## config.mk

```make
export PLATFORM = sky130hd
export DESIGN_NAME = trap_unit_top
export DESIGN_NICKNAME = d
export VERILOG_FILES = /design/src/verilog/trap_pkg.sv /design/src/verilog/trap_arbiter.sv /design/src/verilog/trap_controller.sv /design/src/verilog/trap_csr_file.sv /design/src/verilog/trap_unit_top.sv
export SDC_FILE = /design/constraint.sdc
export NUM_CORES = 1
export LEC_CHECK = 0
export CORE_MARGIN = 3
export CORE_UTILIZATION = 35
export CTS_CLUSTER_DIAMETER = 100
export DETAILED_ROUTE_END_ITERATION = 7
export DONT_BUFFER_PORTS = 1
export MAX_ROUTING_LAYER = met4
export PLACE_DENSITY = 0.45
export SLEW_MARGIN = 20
export SYNTH_ARGS = -nofsm -noshare
export SYNTH_HDL_FRONTEND = slang
export SYNTH_HIERARCHICAL = 1
export SYNTH_SLANG_ARGS = --single-unit
```

## constraint.sdc

```tcl
create_clock -name clk -period 14.2 [get_ports clk]
set_input_delay 4.26 -clock clk [delete_from_list [all_inputs] [get_ports clk]]
set_output_delay 4.26 -clock clk [all_outputs]
set_load 0.01 [all_outputs]
```

## src/verilog/trap_pkg.sv

```systemverilog
package trap_pkg;

    // datapath and CSR address widths
    localparam int XLEN       = 32;
    localparam int CSR_ADDR_W = 12;

    // held trap kind, as seen by the controller
    typedef enum logic [2:0] {
        TRAP_NONE                   = 3'd0,
        TRAP_FENCEI                 = 3'd1,
        TRAP_MRET                   = 3'd2,
        TRAP_ECALL                  = 3'd3,
        TRAP_EBREAK                 = 3'd4,
        TRAP_MISALIGNED_INSTRUCTION = 3'd5,
        TRAP_MISALIGNED_MEMORY      = 3'd6
    } trap_status_t;

    // pre-trap handling states
    // each name tells which step finished in the previous cycle
    typedef enum logic [1:0] {
        PTH_IDLE         = 2'd0,
        PTH_WRITE_MEPC   = 2'd1,
        PTH_WRITE_MCAUSE = 2'd2,
        PTH_READ_MTVEC   = 2'd3
    } pth_state_t;

    // machine-mode CSR addresses
    localparam logic [CSR_ADDR_W-1:0] CSR_MEPC   = 12'h341;
    localparam logic [CSR_ADDR_W-1:0] CSR_MCAUSE = 12'h342;
    localparam logic [CSR_ADDR_W-1:0] CSR_MTVEC  = 12'h305;

    // mcause exception codes
    localparam logic [XLEN-1:0] CAUSE_MISALIGNED_FETCH = 32'd0;
    localparam logic [XLEN-1:0] CAUSE_BREAKPOINT       = 32'd3;
    localparam logic [XLEN-1:0] CAUSE_MISALIGNED_LOAD  = 32'd4;
    localparam logic [XLEN-1:0] CAUSE_ECALL_M          = 32'd11;

    // step from mepc to the instruction after it on MRET
    localparam logic [XLEN-1:0] INSN_BYTES = 32'd4;

endpackage

```

## src/verilog/trap_arbiter.sv

```systemverilog
`timescale 1ns/1ps

module trap_arbiter (
    input  logic                   clk,
    input  logic                   reset,
    input  logic                   ecall,            // ID stage
    input  logic                   ebreak,           // ID stage
    input  logic                   misaligned_fetch, // EX stage
    input  logic                   misaligned_mem,   // MEM stage
    input  logic                   mret,
    input  logic                   fence_i,
    input  logic                   trap_done,
    output trap_pkg::trap_status_t trap_status
);

    trap_pkg::trap_status_t sampled;

    // oldest instruction wins, so the deepest stage comes first
    always_comb begin
        if (misaligned_mem)
            sampled = trap_pkg::TRAP_MISALIGNED_MEMORY;
        else if (misaligned_fetch)
            sampled = trap_pkg::TRAP_MISALIGNED_INSTRUCTION;
        else if (ebreak)
            sampled = trap_pkg::TRAP_EBREAK;
        else if (ecall)
            sampled = trap_pkg::TRAP_ECALL;
        else if (mret)
            sampled = trap_pkg::TRAP_MRET;
        else if (fence_i)
            sampled = trap_pkg::TRAP_FENCEI;
        else
            sampled = trap_pkg::TRAP_NONE;
    end

    always_ff @(posedge clk or posedge reset) begin
        if (reset) begin
            trap_status <= trap_pkg::TRAP_NONE;
        end else if (trap_status == trap_pkg::TRAP_NONE) begin
            trap_status <= sampled;            // capture a new event
        end else if (trap_done) begin
            trap_status <= trap_pkg::TRAP_NONE; // sequence finished
        end
        // strobes seen while a kind is held are dropped since the pipeline is stalled
    end

    // the controller must see one steady kind through the whole sequence
    a_status_held : assert property (@(posedge clk) disable iff (reset)
        (trap_status != trap_pkg::TRAP_NONE && !trap_done) |=> $stable(trap_status));

endmodule

```

## src/verilog/trap_controller.sv

```systemverilog
`timescale 1ns/1ps

module trap_controller (
    input  logic                            clk,
    input  logic                            reset,
    input  logic [trap_pkg::XLEN-1:0]       id_pc,
    input  logic [trap_pkg::XLEN-1:0]       ex_pc,
    input  logic [trap_pkg::XLEN-1:0]       mem_pc,
    input  trap_pkg::trap_status_t          trap_status,
    input  logic [trap_pkg::XLEN-1:0]       csr_read_data,
    output logic [trap_pkg::XLEN-1:0]       trap_target,   // handler or return address
    output logic                            ic_clean,      // cache flush for FENCE.I
    output logic                            debug_mode,
    output logic                            csr_write_enable,
    output logic                            trap_done,     // low stalls the pc
    output logic [trap_pkg::CSR_ADDR_W-1:0] csr_trap_address,
    output logic [trap_pkg::XLEN-1:0]       csr_trap_write_data
);

    trap_pkg::pth_state_t state;
    trap_pkg::pth_state_t next_state;
    logic                 debug_q;     // debug level carried between cycles
    logic                 multi_cycle;

    always_ff @(posedge clk or posedge reset) begin
        if (reset) begin
            state   <= trap_pkg::PTH_IDLE;
            debug_q <= 1'b0;
        end else begin
            state   <= next_state;
            debug_q <= debug_mode;
        end
    end

    // kinds that run the pre-trap handling sequence
    always_comb begin
        case (trap_status)
            trap_pkg::TRAP_ECALL,
            trap_pkg::TRAP_EBREAK,
            trap_pkg::TRAP_MISALIGNED_INSTRUCTION,
            trap_pkg::TRAP_MISALIGNED_MEMORY: multi_cycle = 1'b1;
            default:                          multi_cycle = 1'b0;
        endcase
    end

    always_comb begin
        ic_clean            = 1'b0;
        csr_write_enable    = 1'b0;
        csr_trap_address    = '0;
        csr_trap_write_data = '0;
        trap_target         = '0;
        trap_done           = 1'b1;
        next_state          = trap_pkg::PTH_IDLE;
        debug_mode          = debug_q;

        if (!multi_cycle) begin
            // single cycle kinds never touch the state register
            case (trap_status)
                trap_pkg::TRAP_FENCEI: begin
                    ic_clean = 1'b1;
                end
                trap_pkg::TRAP_MRET: begin
                    debug_mode       = 1'b0;
                    csr_trap_address = trap_pkg::CSR_MEPC;
                    // word align the saved pc before stepping past it
                    trap_target = {csr_read_data[trap_pkg::XLEN-1:2], 2'b00}
                                  + trap_pkg::INSN_BYTES;
                end
                default: begin
                    next_state = trap_pkg::PTH_IDLE;
                end
            endcase
        end else begin
            case (state)
                trap_pkg::PTH_IDLE: begin
                    csr_write_enable = 1'b1;
                    csr_trap_address = trap_pkg::CSR_MEPC;
                    case (trap_status)
                        trap_pkg::TRAP_ECALL,
                        trap_pkg::TRAP_EBREAK:            csr_trap_write_data = id_pc;
                        trap_pkg::TRAP_MISALIGNED_MEMORY: csr_trap_write_data = mem_pc;
                        default:                          csr_trap_write_data = ex_pc;
                    endcase
                    trap_done  = 1'b0;
                    next_state = trap_pkg::PTH_WRITE_MEPC;
                end
                trap_pkg::PTH_WRITE_MEPC: begin
                    csr_write_enable = 1'b1;
                    csr_trap_address = trap_pkg::CSR_MCAUSE;
                    case (trap_status)
                        trap_pkg::TRAP_MISALIGNED_MEMORY:
                            csr_trap_write_data = trap_pkg::CAUSE_MISALIGNED_LOAD;
                        trap_pkg::TRAP_MISALIGNED_INSTRUCTION:
                            csr_trap_write_data = trap_pkg::CAUSE_MISALIGNED_FETCH;
                        trap_pkg::TRAP_EBREAK:
                            csr_trap_write_data = trap_pkg::CAUSE_BREAKPOINT;
                        default:
                            csr_trap_write_data = trap_pkg::CAUSE_ECALL_M;
                    endcase
                    trap_done  = 1'b0;
                    next_state = trap_pkg::PTH_WRITE_MCAUSE;
                end
                trap_pkg::PTH_WRITE_MCAUSE: begin
                    if (trap_status == trap_pkg::TRAP_EBREAK) begin
                        debug_mode = 1'b1;                  // enter debug, release stall
                        next_state = trap_pkg::PTH_IDLE;
                    end else begin
                        trap_done  = 1'b0;                  // one idle transfer cycle
                        next_state = trap_pkg::PTH_READ_MTVEC;
                    end
                end
                trap_pkg::PTH_READ_MTVEC: begin
                    csr_trap_address = trap_pkg::CSR_MTVEC;
                    trap_target      = csr_read_data;       // handler base
                    next_state       = trap_pkg::PTH_IDLE;
                end
                default: begin
                    next_state = trap_pkg::PTH_IDLE;
                end
            endcase
        end
    end

    a_flush_no_csr_write : assert property (@(posedge clk) disable iff (reset)
        !(ic_clean && csr_write_enable));

    // only ECALL, EBREAK and misaligned kinds may start the sequence
    a_idle_exit : assert property (@(posedge clk) disable iff (reset)
        (state == trap_pkg::PTH_IDLE && !multi_cycle) |=> state == trap_pkg::PTH_IDLE);

endmodule

```

## src/verilog/trap_csr_file.sv

```systemverilog
`timescale 1ns/1ps

module trap_csr_file (
    input  logic                            clk,
    input  logic                            reset,
    input  logic                            csr_write_enable,
    input  logic [trap_pkg::CSR_ADDR_W-1:0] csr_trap_address,
    input  logic [trap_pkg::XLEN-1:0]       csr_trap_write_data,
    input  logic                            mtvec_write,  // setup load from outside
    input  logic [trap_pkg::XLEN-1:0]       mtvec_data,
    output logic [trap_pkg::XLEN-1:0]       csr_read_data,
    input  logic [trap_pkg::CSR_ADDR_W-1:0] dbg_addr,
    output logic [trap_pkg::XLEN-1:0]       dbg_data
);

    logic [trap_pkg::XLEN-1:0] mepc;
    logic [trap_pkg::XLEN-1:0] mcause;
    logic [trap_pkg::XLEN-1:0] mtvec;

    // controller writes take priority over the external mtvec load
    always_ff @(posedge clk or posedge reset) begin
        if (reset) begin
            mepc   <= '0;
            mcause <= '0;
            mtvec  <= '0;
        end else if (csr_write_enable) begin
            case (csr_trap_address)
                trap_pkg::CSR_MEPC:   mepc   <= csr_trap_write_data;
                trap_pkg::CSR_MCAUSE: mcause <= csr_trap_write_data;
                trap_pkg::CSR_MTVEC:  mtvec  <= csr_trap_write_data;
                default: ;            // unknown address writes nothing
            endcase
        end else if (mtvec_write) begin
            mtvec <= mtvec_data;
        end
    end

    // shared address decode for both read ports
    function automatic logic [trap_pkg::XLEN-1:0] csr_mux(
        input logic [trap_pkg::CSR_ADDR_W-1:0] addr
    );
        logic [trap_pkg::XLEN-1:0] value;
        case (addr)
            trap_pkg::CSR_MEPC:   value = mepc;
            trap_pkg::CSR_MCAUSE: value = mcause;
            trap_pkg::CSR_MTVEC:  value = mtvec;
            default:              value = '0;  // unimplemented reads as zero
        endcase
        return value;
    endfunction

    always_comb begin
        csr_read_data = csr_mux(csr_trap_address);  // trap port
    end

    always_comb begin
        dbg_data = csr_mux(dbg_addr);               // debug port
    end

endmodule

```

## src/verilog/trap_unit_top.sv

```systemverilog
`timescale 1ns/1ps

module trap_unit_top (
    input  logic                            clk,
    input  logic                            reset,
    input  logic [trap_pkg::XLEN-1:0]       id_pc,
    input  logic [trap_pkg::XLEN-1:0]       ex_pc,
    input  logic [trap_pkg::XLEN-1:0]       mem_pc,
    input  logic                            ecall,
    input  logic                            ebreak,
    input  logic                            misaligned_fetch,
    input  logic                            misaligned_mem,
    input  logic                            mret,
    input  logic                            fence_i,
    input  logic                            mtvec_write,
    input  logic [trap_pkg::XLEN-1:0]       mtvec_data,
    input  logic [trap_pkg::CSR_ADDR_W-1:0] dbg_addr,
    output logic [trap_pkg::XLEN-1:0]       trap_target,
    output logic                            ic_clean,
    output logic                            debug_mode,
    output logic                            trap_done,
    output logic [trap_pkg::XLEN-1:0]       dbg_data
);

    trap_pkg::trap_status_t          trap_status;
    logic                            csr_write_enable;
    logic [trap_pkg::CSR_ADDR_W-1:0] csr_trap_address;
    logic [trap_pkg::XLEN-1:0]       csr_trap_write_data;
    logic [trap_pkg::XLEN-1:0]       csr_read_data;

    trap_arbiter u_arbiter (
        .clk              (clk),
        .reset            (reset),
        .ecall            (ecall),
        .ebreak           (ebreak),
        .misaligned_fetch (misaligned_fetch),
        .misaligned_mem   (misaligned_mem),
        .mret             (mret),
        .fence_i          (fence_i),
        .trap_done        (trap_done),     // release from the controller
        .trap_status      (trap_status)
    );

    trap_controller u_controller (
        .clk                 (clk),
        .reset               (reset),
        .id_pc               (id_pc),
        .ex_pc               (ex_pc),
        .mem_pc              (mem_pc),
        .trap_status         (trap_status),
        .csr_read_data       (csr_read_data),
        .trap_target         (trap_target),
        .ic_clean            (ic_clean),
        .debug_mode          (debug_mode),
        .csr_write_enable    (csr_write_enable),
        .trap_done           (trap_done),
        .csr_trap_address    (csr_trap_address),
        .csr_trap_write_data (csr_trap_write_data)
    );

    trap_csr_file u_csr_file (
        .clk                 (clk),
        .reset               (reset),
        .csr_write_enable    (csr_write_enable),
        .csr_trap_address    (csr_trap_address),
        .csr_trap_write_data (csr_trap_write_data),
        .mtvec_write         (mtvec_write),
        .mtvec_data          (mtvec_data),
        .csr_read_data       (csr_read_data),
        .dbg_addr            (dbg_addr),
        .dbg_data            (dbg_data)
    );

endmodule

```

==> out/results.md <==
| Item | Value |
| --- | --- |
| Final setup violation count | 0 |
| Aggregate global routing overflow | 0 |
| Upper clock frequency limit | 96.38 MHz |
| Number of buffer cells added on primary ports | 0 |
| Number of vias per cell after detailed routing | 6.873 |
| Arrival time reported for the critical path endpoint | 6.12 ns |
| Dominant synthesized flop cell | sky130_fd_sc_hd__dfrtp_1 |
| Number of warnings reported in the yosys synthesis log | 6 |
| Wire length of the first global-routing pass | 45,640 µm |
| Synthesized area per cell | 9.411 µm² |
| Type of the worst setup path | register to output port |
| Buf/Inv on CP | 3 |
| Number of DRC violations after detailed-routing iteration 0 | 712 |
| Total clock buffers created by CTS | 9 |
| Clock tree from TritonCTS | done |
| Multiplexer area fraction after synthesis | 0.09326 |
| Sequential area share after synthesis | 0.3214 |
| Pin count of the biggest net entering global routing | 82 |
| Accumulated negative setup slack | 0 ns |
| Min Tclk post-route | 10.38 ns |
| Routed wire per std cell | 28.53 µm |
| Peak per-stage delay on the critical path | 0.88 ns |
| Top cell family by delay on the critical path | simple AND/OR/NAND/NOR gates |
| Xor/xnor share of the synthesized area | 0 |
| Initial core utilization | 0.3595 |
| Power per standard cell area | 156.8 mW/mm² |
| Kind of start point of the critical path | register |
| Library cells used by synthesis | 72 |
| Count of fill cells added during filler insertion | 2,217 |
| Unrepaired setup endpoints after global routing | false |
| Total number of H-tree levels | 3 |
| Combined area of all synthesized cells | 0.007943 mm² |
| Main combinational cell family by area after synthesis | compound AO/OA/AOI/OAI gates |
| Root Driver | sky130_fd_sc_hd__clkbuf_16 |
| Worst Setup End Kind | output port |
| Number of global-route vias before repair | 7,462 |
| Post-layout util | 0.3791 |
| Final Total Pwr | 1.314 mW |
| Initial antenna violation count | 3 |
| Sinks on the clock net | 102 |
| Pins Over Slew Limit | 0 |
| Ratio of cells with drive above 1 in the final layout | 0.1939 |
| Die width | 156.6 µm |
| Final worst slack | 3.824 ns |
| Synthesis-to-layout area growth | 5.466% |
| Synth async-reset ratio | 1.000 |
| Sum of routed wire length over all layers | 30,450 µm |
| Chip height | 156.6 µm |
| Sequential cell area | 0.002554 mm² |
| Number of register bits inferred by synthesis | 102 |
| Total of cells resized after clock tree synthesis | 0 |
| Number of buffers inserted by post-CTS setup repair | 0 |
| Number of enable-type register cells in the synthesized netlist | 0 |
| Tightest Pin Transition | 1.015 ns |
| Most frequent standard cell in the layout excluding fill and tap cells | sky130_fd_sc_hd__dfrtp_1 |
| DR vias | 7,333 |
| Multi-input gate area | 0.004952 mm² |
| Gp weighted congestion | 0.8635 |
| Share of the cycle needed by the critical path after routing | 0.7307 |
| Clk pin slew, worst setup/hold paths | 0.07 ns |
| Maximum fanout along the worst path | 81 |
| Area share of fa/ha/maj cells after synthesis | 0.009452 |
| Area of the die | 0.02454 mm² |
| Skew final | 0.007701 ns |
| Number of hold violations in the final report | 0 |
| Final HPWL from detailed placement | 21,060 µm |
| Cts hold-fix bufs | 0 |
| Status | finished clean |
| Maximum buffer depth of the clock tree | 2 |
| Classification of the worst-slack hold path | register to register |
| Synthesized-area fraction occupied by ao, oa, aoi and oai cells | 0.3752 |
| Max-Cap Viols | 0 |
| Setup slack after placement | 3.806 ns |
| Required time of the critical path | 9.94 ns |
| Insertion delay to the later sink of the worst-skew pair | 0.35 ns |
| Ports | 216 |
| Cell at the slowest stage of the critical path | sky130_fd_sc_hd__nor4bb_4 |
| Detailed-routing iteration count for the pre-antenna-repair pass | 5 |
| Synthesized instance count | 844 |
| Simple logic cell fraction of the synthesized area | 0.1328 |
| Overall Global Routing Usage | 0.2469 |
| Relative max-transition margin | 0.3220 |
| Number of DRC violations after detailed routing | 0 |
| Total leakage power | 3.191 nW |
| Worst vdd ir | 0.08301 mV |
| Antenna Violating Nets Remaining | 0 |
| Critical path cell sequence | buf_4 > a21bo_2 > nand2_1 > nand2_1 > inv_2 > nor4bb_4 > buf_4 > a22oi_1 > o2bb2ai_1 > nand3_1 > nor4_1 > a41oi_1 > a31oi_1 |
| Commonest cells after routing, fill and taps aside | sky130_fd_sc_hd__dfrtp_1 (101), sky130_fd_sc_hd__a22oi_1 (64), sky130_fd_sc_hd__o2bb2ai_1 (64) |
| Standard-cell rows | 54 |
| CORE AREA | 0.02209 mm² |
| Number of nets in the final layout | 935 |
## where the power goes
part / switching (mW) / total, mW / internal (mW) / leakage [nW]
clock: 0.116 / 0.275 / 0.159 / 0.155
combinational: 0.403 / 0.636 / 0.232 / 1.72
sequential: 0.0563 / 0.403 / 0.347 / 1.32
total: 0.575 / 1.31 / 0.738 / 3.19
## worst paths after layout
check	startpoint	endpoint	slack (ns)	depth (start not counted)
hold reg to reg	u_csr_file/mcause[5]	u_csr_file/mcause[5]	0.53	1
min in group asynchronous	reset	u_arbiter/trap_status[0]	3.65	1
max in group asynchronous	reset	u_csr_file/mcause[1]	9.02	2
hold / removal	u_csr_file/mcause[5]	u_csr_file/mcause[5]	0.53	1
setup reg to reg	u_arbiter/trap_status[1]	u_csr_file/mcause[1]	9.24	10
setup / recovery	u_arbiter/trap_status[1]	trap_target[21]	3.82	13
## cell usage after synthesis (all sizes together), types with 7 or more instances
| cell | number | area, µm² |
|---|---|---|
| mux2 | 64 | 720.7 |
| nand4 | 15 | 121.4 |
| o221ai | 27 | 236.5 |
| nand2 | 36 | 135.1 |
| nand3 | 15 | 75.07 |
| o211a | 25 | 250.2 |
| dfrtp | 102 | 2552 |
| nand2b | 39 | 244.0 |
| o2bb2ai | 64 | 560.5 |
| inv | 10 | 37.53 |
| a31oi | 20 | 125.1 |
| buf | 45 | 286.5 |
| nor3 | 9 | 50.05 |
| a21oi | 12 | 60.06 |
| o221a | 32 | 360.4 |
| a22oi | 64 | 480.5 |
| a41oi | 7 | 61.31 |
| and3 | 8 | 51.30 |
| clkbuf | 55 | 207.7 |
| o22ai | 32 | 200.2 |
| o21ai | 60 | 300.3 |
| nor2 | 15 | 56.30 |
## per-stage QoR
step,hold slack (ns),area [µm²],instances
2_1_floorplan,0.4881,7961,849
3_3_place_gp,0.5104,8044,1049
3_5_place_dp,0.5187,8044,1049
4_1_cts,0.5347,8364,1064
5_1_grt,0.5518,8377,1067
6_report,0.5339,8377,1067
## sequential cells by signal (all words and copies together), names as in the netlist
signal and flops:
u_csr_file/mcause 32, u_csr_file/mepc 32, u_csr_file/mtvec 32, u_arbiter/trap_status 3
u_controller/state 2, u_controller/debug_q 1
## final cells by class
type	count	area share
Multi-Input combinational cell	636	0.5912
Sequential cell	102	0.3049
Tap cell	280	0.04182
Clock buffer	10	0.02853
Timing Repair Buffer	20	0.01792
Clock inverter	5	0.009709
Inverter	11	0.005078
Antenna cell	3	0.0008962
## cells by family after synthesis
kind of cell	after synthesis
mux	66
buf+inv	111
compound gates	383
other cells	1
fa+ha+maj	6
flops	102
simple gates	175
## metal layers
layer | GRT usage | vias up | share of wire
met4 | 0.06128 | 0 | 0.018
met5 | - | - | 0
met3 | 0.04259 | 32 | 0.065
li1 | - | 3281 | -
met2 | 0.4204 | 315 | 0.49
met1 | 0.3048 | 3705 | 0.42
No activity file was read; power rests on OpenSTA's default activity.
